### config.mk
export PLATFORM = sky130hd
export DESIGN_NAME = float_unit
export DESIGN_NICKNAME = d
export VERILOG_FILES = /design/src/source/float_pkg.sv /design/src/source/alu_pkg.sv /design/src/source/float_unit.sv /design/src/source/float_multiply.sv /design/src/source/float_add_sub.sv /design/src/source/float_compare.sv /design/src/source/float_to_int.sv /design/src/source/int_to_float.sv
export SDC_FILE = /design/constraint.sdc
export NUM_CORES = 2
export LEC_CHECK = 0
export ABC_AREA = 0
export BUFFER_PORTS_ARGS = -buffer_cell sky130_fd_sc_hd__buf_2
export CORE_ASPECT_RATIO = 1.2
export CORE_MARGIN = 3
export CORE_UTILIZATION = 42
export DETAILED_ROUTE_END_ITERATION = 7
export PLACE_DENSITY = 0.56
export SLEW_MARGIN = 10
export SYNTH_ARGS = -nofsm -noshare
export SYNTH_HDL_FRONTEND = slang
export SYNTH_HIERARCHICAL = 1
export SYNTH_SLANG_ARGS = --single-unit
### constraint.sdc
create_clock -name clk -period 9.3 [get_ports clk]
set_input_delay 0.465 -clock clk [delete_from_list [all_inputs] [get_ports clk]]
set_output_delay 0.465 -clock clk [all_outputs]
set_load 0.02 [all_outputs]
### src/source/float_pkg.sv
package float_pkg;

  // Single precision layout
  localparam int FLOAT_W = 32;
  localparam int EXP_W = 8;
  localparam int MANT_W = 23;
  localparam int EXP_BIAS = 127;

  // Integer to float scan
  localparam int INT_FLOAT_CYCLES = 32;
  localparam int INT_FLOAT_CNT_W = $clog2(INT_FLOAT_CYCLES);

  typedef struct packed {
    logic              sign;
    logic [EXP_W-1:0]  exp;
    logic [MANT_W-1:0] mant;  // Hidden bit not stored
  } float_fields_t;

  // Same word seen as raw bits or as fields
  typedef union packed {
    logic [FLOAT_W-1:0] raw;
    float_fields_t      f;
  } float_word_t;

endpackage

### src/source/alu_pkg.sv
package alu_pkg;

  typedef enum logic [3:0] {
    ALU_ADD         = 4'h0,
    ALU_SUB         = 4'h1,
    ALU_AND         = 4'h2,
    ALU_OR          = 4'h3,
    ALU_XOR         = 4'h4,
    ALU_SLL         = 4'h5,
    ALU_SRL         = 4'h6,
    ALU_SLT         = 4'h7,
    ALU_F_INT_FLOAT = 4'h8,  // Needs a start, iterative
    ALU_F_FLOAT_INT = 4'h9,
    ALU_F_ADD       = 4'ha,
    ALU_F_SUB       = 4'hb,
    ALU_F_LT        = 4'hc,
    ALU_F_LTE       = 4'hd,
    ALU_F_MUL       = 4'he,
    ALU_NOP         = 4'hf
  } alu_op_t;

endpackage
### src/source/float_unit.sv
`timescale 1ns/1ns

module float_unit (
  input  logic                          clk,
  input  logic                          rst,
  input  alu_pkg::alu_op_t              alu_op,
  input  logic [float_pkg::FLOAT_W-1:0] left_operand,
  input  logic [float_pkg::FLOAT_W-1:0] right_operand,
  output logic [float_pkg::FLOAT_W-1:0] int_float_res,
  output logic                          int_float_busy,
  output logic [float_pkg::FLOAT_W-1:0] float_int_res,
  output logic [float_pkg::FLOAT_W-1:0] float_add_res,
  output logic [float_pkg::FLOAT_W-1:0] float_sub_res,
  output logic                          float_lt_res,
  output logic                          float_lte_res,
  output logic [float_pkg::FLOAT_W-1:0] float_mul_res
);

  int_to_float u_int_to_float (
    .clk           (clk),
    .rst           (rst),
    .alu_op        (alu_op),
    .left_operand  (left_operand),
    .int_float_res (int_float_res),
    .int_float_busy(int_float_busy)
  );

  float_to_int u_float_to_int (
    .clk          (clk),
    .left_operand (left_operand),
    .float_int_res(float_int_res)
  );

  float_compare u_float_compare (
    .left_operand (left_operand),
    .right_operand(right_operand),
    .float_lt_res (float_lt_res),
    .float_lte_res(float_lte_res)
  );

  float_add_sub u_float_add_sub (
    .clk          (clk),
    .left_operand (left_operand),
    .right_operand(right_operand),
    .float_add_res(float_add_res),
    .float_sub_res(float_sub_res)
  );

  float_multiply u_float_multiply (
    .clk          (clk),
    .left_operand (left_operand),
    .right_operand(right_operand),
    .float_mul_res(float_mul_res)
  );

endmodule

### src/source/float_multiply.sv
`timescale 1ns/1ns

module float_multiply (
  input  logic                          clk,
  input  logic [float_pkg::FLOAT_W-1:0] left_operand,
  input  logic [float_pkg::FLOAT_W-1:0] right_operand,
  output logic [float_pkg::FLOAT_W-1:0] float_mul_res
);
  import float_pkg::*;

  float_word_t         l_w;
  float_word_t         r_w;
  logic [2*MANT_W+1:0] prod_q;
  logic [EXP_W-1:0]    exp_q;
  logic                sign_q;
  logic                zero_q;
  float_word_t         mul_w;

  assign l_w.raw = left_operand;
  assign r_w.raw = right_operand;

  always_ff @(posedge clk) begin
    prod_q <= {1'b1, l_w.f.mant} * {1'b1, r_w.f.mant};
    exp_q  <= EXP_W'(l_w.f.exp + r_w.f.exp - EXP_BIAS);
    sign_q <= l_w.f.sign ^ r_w.f.sign;
    zero_q <= (l_w.f.exp == '0) || (r_w.f.exp == '0);
  end

  always_comb begin
    mul_w.raw = '0;
    if (!zero_q) begin
      mul_w.f.sign = sign_q;
      if (prod_q[2*MANT_W+1]) begin
        mul_w.f.exp  = exp_q + 1'b1;  // Product in [2,4)
        mul_w.f.mant = prod_q[2*MANT_W:MANT_W+1];
      end else begin
        mul_w.f.exp  = exp_q;
        mul_w.f.mant = prod_q[2*MANT_W-1:MANT_W];
      end
    end
  end

  always_ff @(posedge clk) begin
    float_mul_res <= mul_w.raw;
  end

endmodule

### src/source/float_add_sub.sv
`timescale 1ns/1ns

module float_add_sub (
  input  logic                          clk,
  input  logic [float_pkg::FLOAT_W-1:0] left_operand,
  input  logic [float_pkg::FLOAT_W-1:0] right_operand,
  output logic [float_pkg::FLOAT_W-1:0] float_add_res,
  output logic [float_pkg::FLOAT_W-1:0] float_sub_res
);
  import float_pkg::*;

  float_word_t       l_w;
  float_word_t       r_w;
  logic              left_big;
  logic [EXP_W-1:0]  exp_diff;
  logic [MANT_W:0]   l_mant;
  logic [MANT_W:0]   r_mant;

  // Stage one registers
  logic [MANT_W:0]   big_q;
  logic [MANT_W:0]   small_q;
  logic [EXP_W-1:0]  exp_q;
  logic              l_sign_q;
  logic              r_sign_q;
  logic              left_big_q;

  logic [MANT_W+1:0] sum;
  logic [MANT_W:0]   diff;
  logic [MANT_W:0]   diff_norm;
  logic [EXP_W-1:0]  lz;
  float_word_t       sum_w;
  float_word_t       diff_w;
  float_word_t       add_w;
  float_word_t       sub_w;

  assign l_w.raw = left_operand;
  assign r_w.raw = right_operand;

  assign left_big = l_w.raw[FLOAT_W-2:0] >= r_w.raw[FLOAT_W-2:0];
  assign l_mant   = {l_w.f.exp != '0, l_w.f.mant};  // Zero has no hidden bit
  assign r_mant   = {r_w.f.exp != '0, r_w.f.mant};
  assign exp_diff = left_big ? l_w.f.exp - r_w.f.exp : r_w.f.exp - l_w.f.exp;

  always_ff @(posedge clk) begin
    if (left_big) begin
      big_q   <= l_mant;
      small_q <= r_mant >> exp_diff;
      exp_q   <= l_w.f.exp;
    end else begin
      big_q   <= r_mant;
      small_q <= l_mant >> exp_diff;
      exp_q   <= r_w.f.exp;
    end
    l_sign_q   <= l_w.f.sign;
    r_sign_q   <= r_w.f.sign;
    left_big_q <= left_big;
  end

  assign sum  = {1'b0, big_q} + {1'b0, small_q};
  assign diff = big_q - small_q;  // Never negative

  always_comb begin
    sum_w.raw = '0;
    if (sum[MANT_W+1]) begin
      sum_w.f.exp  = exp_q + 1'b1;  // Carry out
      sum_w.f.mant = sum[MANT_W:1];
    end else if (sum[MANT_W]) begin
      sum_w.f.exp  = exp_q;
      sum_w.f.mant = sum[MANT_W-1:0];
    end
  end

  always_comb begin
    lz = EXP_W'(MANT_W + 1);
    for (int i = 0; i <= MANT_W; i++) begin
      if (diff[i]) begin
        lz = EXP_W'(MANT_W - i);
      end
    end
  end

  assign diff_norm = diff << lz;

  always_comb begin
    diff_w.raw = '0;
    if (diff != '0) begin
      diff_w.f.exp  = exp_q - lz;
      diff_w.f.mant = diff_norm[MANT_W-1:0];
    end
  end

  // Sum when effective signs agree, else difference with the larger sign
  always_comb begin
    add_w = (l_sign_q == r_sign_q) ? sum_w : diff_w;
    sub_w = (l_sign_q != r_sign_q) ? sum_w : diff_w;
    if (add_w.raw[FLOAT_W-2:0] != '0) begin
      add_w.f.sign = left_big_q ? l_sign_q : r_sign_q;
    end
    if (sub_w.raw[FLOAT_W-2:0] != '0) begin
      sub_w.f.sign = left_big_q ? l_sign_q : ~r_sign_q;
    end
  end

  always_ff @(posedge clk) begin
    float_add_res <= add_w.raw;
    float_sub_res <= sub_w.raw;
  end

  aligned_hidden_bit: assert property (@(posedge clk)
    (exp_q != '0) |-> (big_q[MANT_W] && (small_q <= big_q)));

endmodule

### src/source/float_compare.sv
`timescale 1ns/1ns

module float_compare (
  input  logic [float_pkg::FLOAT_W-1:0] left_operand,
  input  logic [float_pkg::FLOAT_W-1:0] right_operand,
  output logic                          float_lt_res,
  output logic                          float_lte_res
);
  import float_pkg::*;

  float_word_t        l_w;
  float_word_t        r_w;
  logic [FLOAT_W-2:0] l_mag;
  logic [FLOAT_W-2:0] r_mag;
  logic               both_zero;

  assign l_w.raw   = left_operand;
  assign r_w.raw   = right_operand;
  assign l_mag     = {l_w.f.exp, l_w.f.mant};
  assign r_mag     = {r_w.f.exp, r_w.f.mant};
  assign both_zero = (l_mag == '0) && (r_mag == '0);

  always_comb begin
    if (both_zero) begin
      float_lt_res  = 1'b0;  // +0 equals -0
      float_lte_res = 1'b1;
    end else if (l_w.f.sign != r_w.f.sign) begin
      float_lt_res  = l_w.f.sign;
      float_lte_res = l_w.f.sign;
    end else if (l_w.f.sign) begin
      float_lt_res  = r_mag < l_mag;  // Both negative
      float_lte_res = r_mag <= l_mag;
    end else begin
      float_lt_res  = l_mag < r_mag;
      float_lte_res = l_mag <= r_mag;
    end
  end

endmodule

### src/source/float_to_int.sv
`timescale 1ns/1ns

module float_to_int (
  input  logic                          clk,
  input  logic [float_pkg::FLOAT_W-1:0] left_operand,
  output logic [float_pkg::FLOAT_W-1:0] float_int_res
);
  import float_pkg::*;

  float_word_t        l_w;
  logic [EXP_W-1:0]   unbiased;
  logic [FLOAT_W-1:0] mag;

  assign l_w.raw = left_operand;

  assign unbiased = EXP_W'(l_w.f.exp - EXP_BIAS);

  // Whole part of the hidden-bit mantissa
  assign mag = {{(FLOAT_W-MANT_W-1){1'b0}}, 1'b1, l_w.f.mant} >> (MANT_W - int'(unbiased));

  always_ff @(posedge clk) begin
    if (l_w.f.exp < EXP_BIAS) begin
      float_int_res <= '0;  // Magnitude below one
    end else if (l_w.f.sign) begin
      float_int_res <= -mag;
    end else begin
      float_int_res <= mag;
    end
  end

endmodule

### src/source/int_to_float.sv
`timescale 1ns/1ns

module int_to_float (
  input  logic                         clk,
  input  logic                         rst,
  input  alu_pkg::alu_op_t             alu_op,
  input  logic [float_pkg::FLOAT_W-1:0] left_operand,
  output logic [float_pkg::FLOAT_W-1:0] int_float_res,
  output logic                         int_float_busy
);
  import alu_pkg::*;
  import float_pkg::*;

  logic                       start;
  logic [INT_FLOAT_CNT_W-1:0] cnt;
  logic                       sign_q;
  logic [FLOAT_W-1:0]         mag_q;
  logic [FLOAT_W-1:0]         shift_q;
  logic [INT_FLOAT_CNT_W-1:0] lead_q;
  logic                       found_q;
  logic [INT_FLOAT_CNT_W-1:0] lead_next;
  logic                       found_next;
  logic [FLOAT_W+MANT_W-1:0]  mant_long;
  float_word_t                res_next;
  float_word_t                res_q;

  assign start = (alu_op == ALU_F_INT_FLOAT) && !int_float_busy;

  assign lead_next  = shift_q[0] ? cnt : lead_q;  // Highest set bit so far
  assign found_next = found_q | shift_q[0];
  assign mant_long  = {mag_q, MANT_W'(0)} >> lead_next;

  always_comb begin
    res_next.raw    = '0;
    res_next.f.sign = sign_q;
    res_next.f.exp  = EXP_W'(lead_next + EXP_BIAS);
    res_next.f.mant = mant_long[MANT_W-1:0];  // Bits below leading one
  end

  always_ff @(posedge clk) begin
    if (rst) begin
      int_float_busy <= 1'b0;
      cnt            <= '0;
      res_q.raw      <= '0;
    end else if (start) begin
      int_float_busy <= 1'b1;
      cnt            <= '0;
    end else if (int_float_busy) begin
      if (cnt == INT_FLOAT_CNT_W'(INT_FLOAT_CYCLES - 1)) begin
        int_float_busy <= 1'b0;
        res_q.raw      <= found_next ? res_next.raw : '0;  // Zero input
      end else begin
        cnt <= cnt + 1'b1;
      end
    end
  end

  always_ff @(posedge clk) begin
    if (start) begin
      sign_q  <= left_operand[FLOAT_W-1];
      mag_q   <= left_operand[FLOAT_W-1] ? -left_operand : left_operand;
      shift_q <= left_operand[FLOAT_W-1] ? -left_operand : left_operand;
      lead_q  <= '0;
      found_q <= 1'b0;
    end else if (int_float_busy) begin
      shift_q <= shift_q >> 1;
      lead_q  <= lead_next;
      found_q <= found_next;
    end
  end

  assign int_float_res = res_q.raw;

  busy_bounded: assert property (@(posedge clk) disable iff (rst)
    $rose(int_float_busy) |-> ##[1:INT_FLOAT_CYCLES] !int_float_busy);

endmodule

# --- After elaboration in Yosys (flattened, before gate mapping) ---
# Index checks and enable logic that the tools add are counted.
word_totals:
  ff_bits: 354
  latchBits: 0
  ramBits: 0
  rom_bits: 0
  in_bits: 70
  out_inout_bits: 163
  word_cells: 129
  n_memories: 0
classes:
  addsub: 15
  mul: 1
  div: 0
  magnitude_cmp: 6
  n_eq_ne: 5
  shifts: 5
  n_mux: 53
  bitwise: 5
  reduce_logical: 17
ops:
  columns: ["cell", "count"]
  rows:
  - ["31-bit 2-to-1 mux", 6]
  - ["32-bit 2-to-1 mux", 5]
  - ["5-bit 2-to-1 mux", 17]
  - ["32-bit negation", 2]
  - ["31-bit <= comparator", 2]
  - ["31-bit logical NOT", 2]
  - ["31-bit < comparator", 2]
  - ["31-bit nonzero test", 2]
  - ["55-bit by 5-bit >> shifter with 23-bit output", 1]
  - ["24-bit by 24-bit multiplier with 48-bit output", 1]
  - ["24-bit 2-to-1 mux", 2]
  - ["24-bit by 8-bit >> shifter with 24-bit output", 2]
  - ["4-bit 2-to-1 mux", 8]
  - ["24-bit by 32-bit >> shifter with 32-bit output", 1]
  - ["31-bit greater-or-equal comparator", 1]
  - ["24-bit by 24-bit adder with 25-bit output", 1]
  - ["24-bit nonzero test", 1]
  - ["24-bit by 5-bit left shift with 23-bit output", 1]
  - ["24-bit subtractor", 1]
  - ["8-bit by 1-bit adder with 8-bit output (second input constant)", 2]
  - ["8-bit logical NOT", 2]
  - ["8-bit 2-to-1 mux", 2]
  - ["8-bit nonzero test", 2]
  - ["8-bit by 7-bit subtractor with 8-bit output (second input constant)", 2]
  - ["other kinds (22)", 39]

# --- Longest topological paths before layout ---
logic_depth:
  depth_word: 30
  depth_mapped: 32
  ltp_nobuf: 28

# --- Modules after synthesis ---
# The synthesis kept the hierarchy.
modules_own_cells:
  columns: ["module", "n_inst", "cells_per_inst", "area_per_inst_um2"]
  rows:
  - ["float_multiply", 1, 2242, 20414.6]
  - ["float_add_sub", 1, 1564, 12001.5]
  - ["int_to_float", 1, 581, 6202.2]
  - ["float_to_int", 1, 374, 3250.6]
  - ["float_compare", 1, 142, 1007.2]

# --- Worst setup path after synthesis ---
# No wires, ideal clock.
synth_path:
  kind: "input to register"
  startpoint: "input left_operand[8] (netlist name)"
  endpoint: "register u_float_multiply.prod_q[46]"
  setup_ns: 0.119
  arrival_ns: 6.462
  required_ns: 9.181
  path_slack_ns: 2.719
  cell_stages: 25
  n_path_buf: 1
  cell_sequence: "clkbuf_1 > inv_1 > nor2_1 > fa_1 > fa_1 > inv_1 > fa_1 > inv_1 > fa_1 > inv_1 > fa_1 > inv_1 > fa_1 > inv_1 > fa_1 > inv_1 > ha_1 > and3_1 > a221oi_1 > o22ai_1 > a21o_1 > or2_4 > o2111ai_1 > nand3b_1 > xor2_1"
synth_between:
  elab_chain_cells: 1
synth_lines:
  columns: ["item", "line", "rtl"]
  rows:
  - ["start: declaration", "float_unit.sv:7", "input logic [float_pkg::FLOAT_W-1:0] left_operand,"]
  - ["24-bit by 24-bit multiplier with 48-bit output", "float_multiply.sv:23", "prod_q <= {1'b1, l_w.f.mant} * {1'b1, r_w.f.mant};"]
  - ["end signal: assignment", "float_multiply.sv:23", null]
  - ["end: declaration", "float_multiply.sv:13", "logic [2*MANT_W+1:0] prod_q;"]
# Every way passes these cells.
# A chain may end at the register's enable or synchronous reset.

# --- Worst setup path in the final report ---
layout_path:
  startpoint: "register u_float_add_sub.small_q[5]"
  endpoint: "register u_float_add_sub/float_add_res[31] (netlist name)"
layout_between:
  elab_chain_cells: 25
  word_cells_on_any_way: 30
  cone_classes: "3 x add/sub; 1 x shift; 24 x mux; 2 x reduce/logical"
layout_lines:
  columns: ["item", "line", "rtl"]
  rows:
  - ["start: declaration", "float_add_sub.sv:21", "logic [MANT_W:0] small_q;"]
  - ["start signal: assignment", "float_add_sub.sv:47", "small_q <= r_mant >> exp_diff;"]
  - ["start signal: assignment", "float_add_sub.sv:51", "small_q <= l_mant >> exp_diff;"]
  - ["24-bit subtractor", "float_add_sub.sv:60", "assign diff = big_q - small_q;"]
  - ["4-bit 2-to-1 mux (3 in series)", "float_add_sub.sv:76", "if (diff[i]) begin"]
  - ["5-bit 2-to-1 mux (16 in series)", "float_add_sub.sv:76", null]
  - ["8-bit by 5-bit subtractor with 8-bit output / 24-bit by 5-bit left shift with 23-bit output (equally long branches)", "float_add_sub.sv:87, float_add_sub.sv:82", null]
  - ["31-bit 2-to-1 mux", "float_add_sub.sv:86", "if (diff != '0) begin"]
  - ["31-bit 2-to-1 mux *", "float_add_sub.sv:94", "add_w = (l_sign_q == r_sign_q) ? sum_w : diff_w;"]
  - ["31-bit nonzero test *", "float_add_sub.sv:96", "if (add_w.raw[FLOAT_W-2:0] != '0) begin"]
  - ["1-bit 2-to-1 mux *", "float_add_sub.sv:96", null]
  - ["end signal: assignment", "float_add_sub.sv:105", "float_add_res <= add_w.raw;"]
  - ["end: declaration", "float_add_sub.sv:7", "output logic [float_pkg::FLOAT_W-1:0] float_add_res,"]
# Mark *: on every way between the ends. The rest lies on a longest branch, timed or not.

==> flow_summary.yaml <==
power:
  p_int_mw: 9.22
  p_switching_mw: 10.4
  swShare: 0.531
  ir_drop_v: 0.00108
  seqPwrFrac: 0.106
  p_comb_frac: 0.819
  p_clk_frac: 0.075
  powerDensity_nw_per_um2: 423
  leakagePower_nw: 21.4
setup_path:
  arrival_ns: 8.40
  critical_path_class: "reg2reg"
  cp-start-kind: "register"
  cp_data_required_time_ns: 9.76
  crit_path_max_fanout: 15
  cp-end-kind: "register"
  cp_slowest_cell: "o311ai_1"
  slowest_delay_ns: 0.86
  cpMostUsedCell: "or4_1"
clocking:
  cts_root_buffer: "clkbuf_16"
  htreeDepth: 2
  cts.path.max_buffers: 3
  cts_setup_buffers: 0
  cts_resized: 0
  cts_hold_buf: 0
  tritoncts: "done"
  clk_latency_ns: 0.59
  cts_buffers: 37
  cts.sinks: 330
  clkSlewWorstSetupHoldPaths_ns: 0.06
placed_design:
  placed_cell_area_sq_um: 45200
  io_buffers: 232
  gp_congestion: 0.919
  hpwl_microns: 107000
  place_inst: 6318
timing:
  worst_pin_slew_ns: 1.14
  min_period_ns: 7.94
  drv_slew: 0
  whs_ns: 0.145
  finalHoldViolCount: 0
  skew_ns: 0.0255
  period_share: 0.853
  fin_tns_setup_ns: 0
  finalSetupViolations: 0
  timing.fmax_mhz: 126
  rsz0062_at_grt: "false"
  slew_headroom: 0.238
detailed_routing:
  wl_per_cell_microns: 21.5
  num_vias: 35800
  dr.pass1.iters: 8
  wl_microns: 137000
  drtAntennaViolNets: 0
  drt_drc_violations_left: 0
  viasPerCell: 5.59
  detail_route.iter0.violations: 2312
logic_synthesis:
  seq_area_frac_synth: 0.169
  synth_area_sq_um: 42900
  synth_most_common_cell: "inv_1"
  synthTopCellsByArea: "fa_1, dfxtp_1, ha_1"
  synthDistinctLibCells: 125
  netlist_instances: 4903
  ys_async_sr_fraction: 0
  syn-num-nets: 5772
  yosysWarningCount: 6
  yosys.area.top_type: "fa_1"
  synth_commonest_cells: "inv_1, nand2_1, fa_1"
  synth_edf_count: 64
  ys.flop_type: "dfxtp_1"
  avgSynthCellArea_sq_um: 8.74
  synth_seq_cells: 330
  synth_top_area_share: 0.227
layout:
  nets: 5872
  n_fill_cell: 9990
  regArea_sq_um: 7250
  multiInputGateArea_sq_um: 31800
  areaGrowthSynthToFinish_pct: 8.42
  layoutNonFillerInstCount: 6398
  stdcell_area_sq_um: 46500
  drive_gt1_frac: 0.115
floorplanning:
  die_h_microns: 356
  boundaryPins: 233
  die-width_microns: 298
  initial_utilization: 0.426
  num_rows: 127
  core_area_sq_um: 101000
  die_area_sq_um: 106000
worst_hold_path:
  hold_class: "in2reg"
status:
  status: "completed"
grt:
  grt_pass1_wl_microns: 214000
  grt_overflow_total: 0
  track_usage: 0.257
  grt_max_degree: 64
  grt_pass1_vias: 36100
  antenna_found_initial: 21
run:
  max_cap_violations: 0
critical path, delay by kind of cell, from the launching register on:
| kind | cells | cell delay (ns) |
|---|---|---|
| buffers and inverters | 3 | 0.47 |
| xor gates and xnor gates | 1 | 0.24 |
| adders and majority gates | 2 | 0.80 |
| and+or+nand+nor | 11 | 2.99 |
| DFF | 1 | 0.33 |
| AOI/OAI and AO/OA | 10 | 2.93 |
registers in the layout, summed over array words and instances (netlist names), 5 cells and up:
register                        cells
u_float_add_sub/big_q              24
u_float_add_sub/exp_q               8
u_float_add_sub/float_add_res      32
u_float_add_sub/float_sub_res      32
u_float_add_sub/small_q            24
u_float_multiply/exp_q              8
u_float_multiply/float_mul_res     32
u_float_multiply/prod_q            25
u_float_to_int/float_int_res       32
u_int_to_float/cnt                  5
u_int_to_float/int_float_res       32
u_int_to_float/lead_q               5
u_int_to_float/mag_q               31
u_int_to_float/shift_q             32
metal layers:
metal,track usage,up-vias,part of all wire
met3,0.0417,231,0.062
met4,0.0746,16,0.031
met2,0.439,1216,0.48
li1,-,16600,-
met5,0,-,0.00089
met1,0.335,17700,0.43
cell families after synthesis:
logic type,count (synthesis),share of synthesized area
XOR/XNOR,143,0.0303
buffers and inverters,993,0.0905
multiplexers,246,0.0792
AND/OR/NAND/NOR,1528,0.174
flip-flops,330,0.169
AO/OA/AOI/OAI,864,0.138
adder cells (fa/ha/maj),799,0.318
area by class of cell:
cell class / count / share of cell area
multi-input cells: 3580 / 0.684
flip-flops and latches: 330 / 0.156
inverters: 757 / 0.0612
well taps: 1354 / 0.0364
repair buffers: 297 / 0.0355
clock buffers: 45 / 0.0214
clock inverters: 23 / 0.00452
diodes: 12 / 0.000646
power by group through the flow:
stage | Clock [mW] | Combinational [mW] | Sequential (mW)
2_1_floorplan | 0 | 11.6 | 2.35
5_1_grt | 1.57 | 18.2 | 2.13
3_3_place_gp | 0 | 16.0 | 2.12
3_5_place_dp | 0 | 16.0 | 2.12
4_1_cts | 1.52 | 16.2 | 2.09
6_report | 1.47 | 16.1 | 2.09
placed cells by master (no fill, tap or decap), drive strengths merged, types with 30 or more instances in the layout:
| master | instances |
|---|---|
| o21ai | 176 |
| buf | 297 |
| and2 | 257 |
| nand2b | 35 |
| nand3 | 70 |
| nand2 | 571 |
| mux2i | 121 |
| a21oi | 202 |
| inv | 757 |
| o22ai | 44 |
| a21o | 60 |
| edfxtp | 64 |
| mux2 | 58 |
| xnor2 | 106 |
| xor2 | 37 |
| nand4 | 43 |
| nor4 | 49 |
| ha | 313 |
| o21a | 30 |
| a31oi | 44 |
| a211oi | 30 |
| dfxtp | 266 |
| fa | 486 |
| mux4 | 67 |
| o31ai | 39 |
| nor3 | 66 |
| or3 | 30 |
| clkbuf | 45 |
| nor2 | 290 |
path summary, 6_finish.rpt:
path                                    start                                 to  slack [ns]  depth (start not counted)
max reg2reg        u_float_add_sub/small_q[5]  u_float_add_sub/float_add_res[31]        1.36                         27
min                         right_operand[31]           u_float_add_sub/r_sign_q        0.14                          1
max                u_float_add_sub/small_q[5]  u_float_add_sub/float_add_res[31]        1.36                         27
min reg2reg  u_int_to_float/int_float_res[29]   u_int_to_float/int_float_res[29]        0.45                          2
through the flow:
step / power, mW / worst slack [ns] / util
floorplan: 14.0 / 2.72 / -
global placement: 18.1 / 1.32 / 0.450
detailed placement: 18.1 / 1.27 / 0.450
CTS: 19.8 / 1.28 / 0.462
global route: 21.9 / 0.969 / 0.462
finish: 19.7 / 1.36 / 0.462
Note: power is estimated with default switching activity, not from simulation.
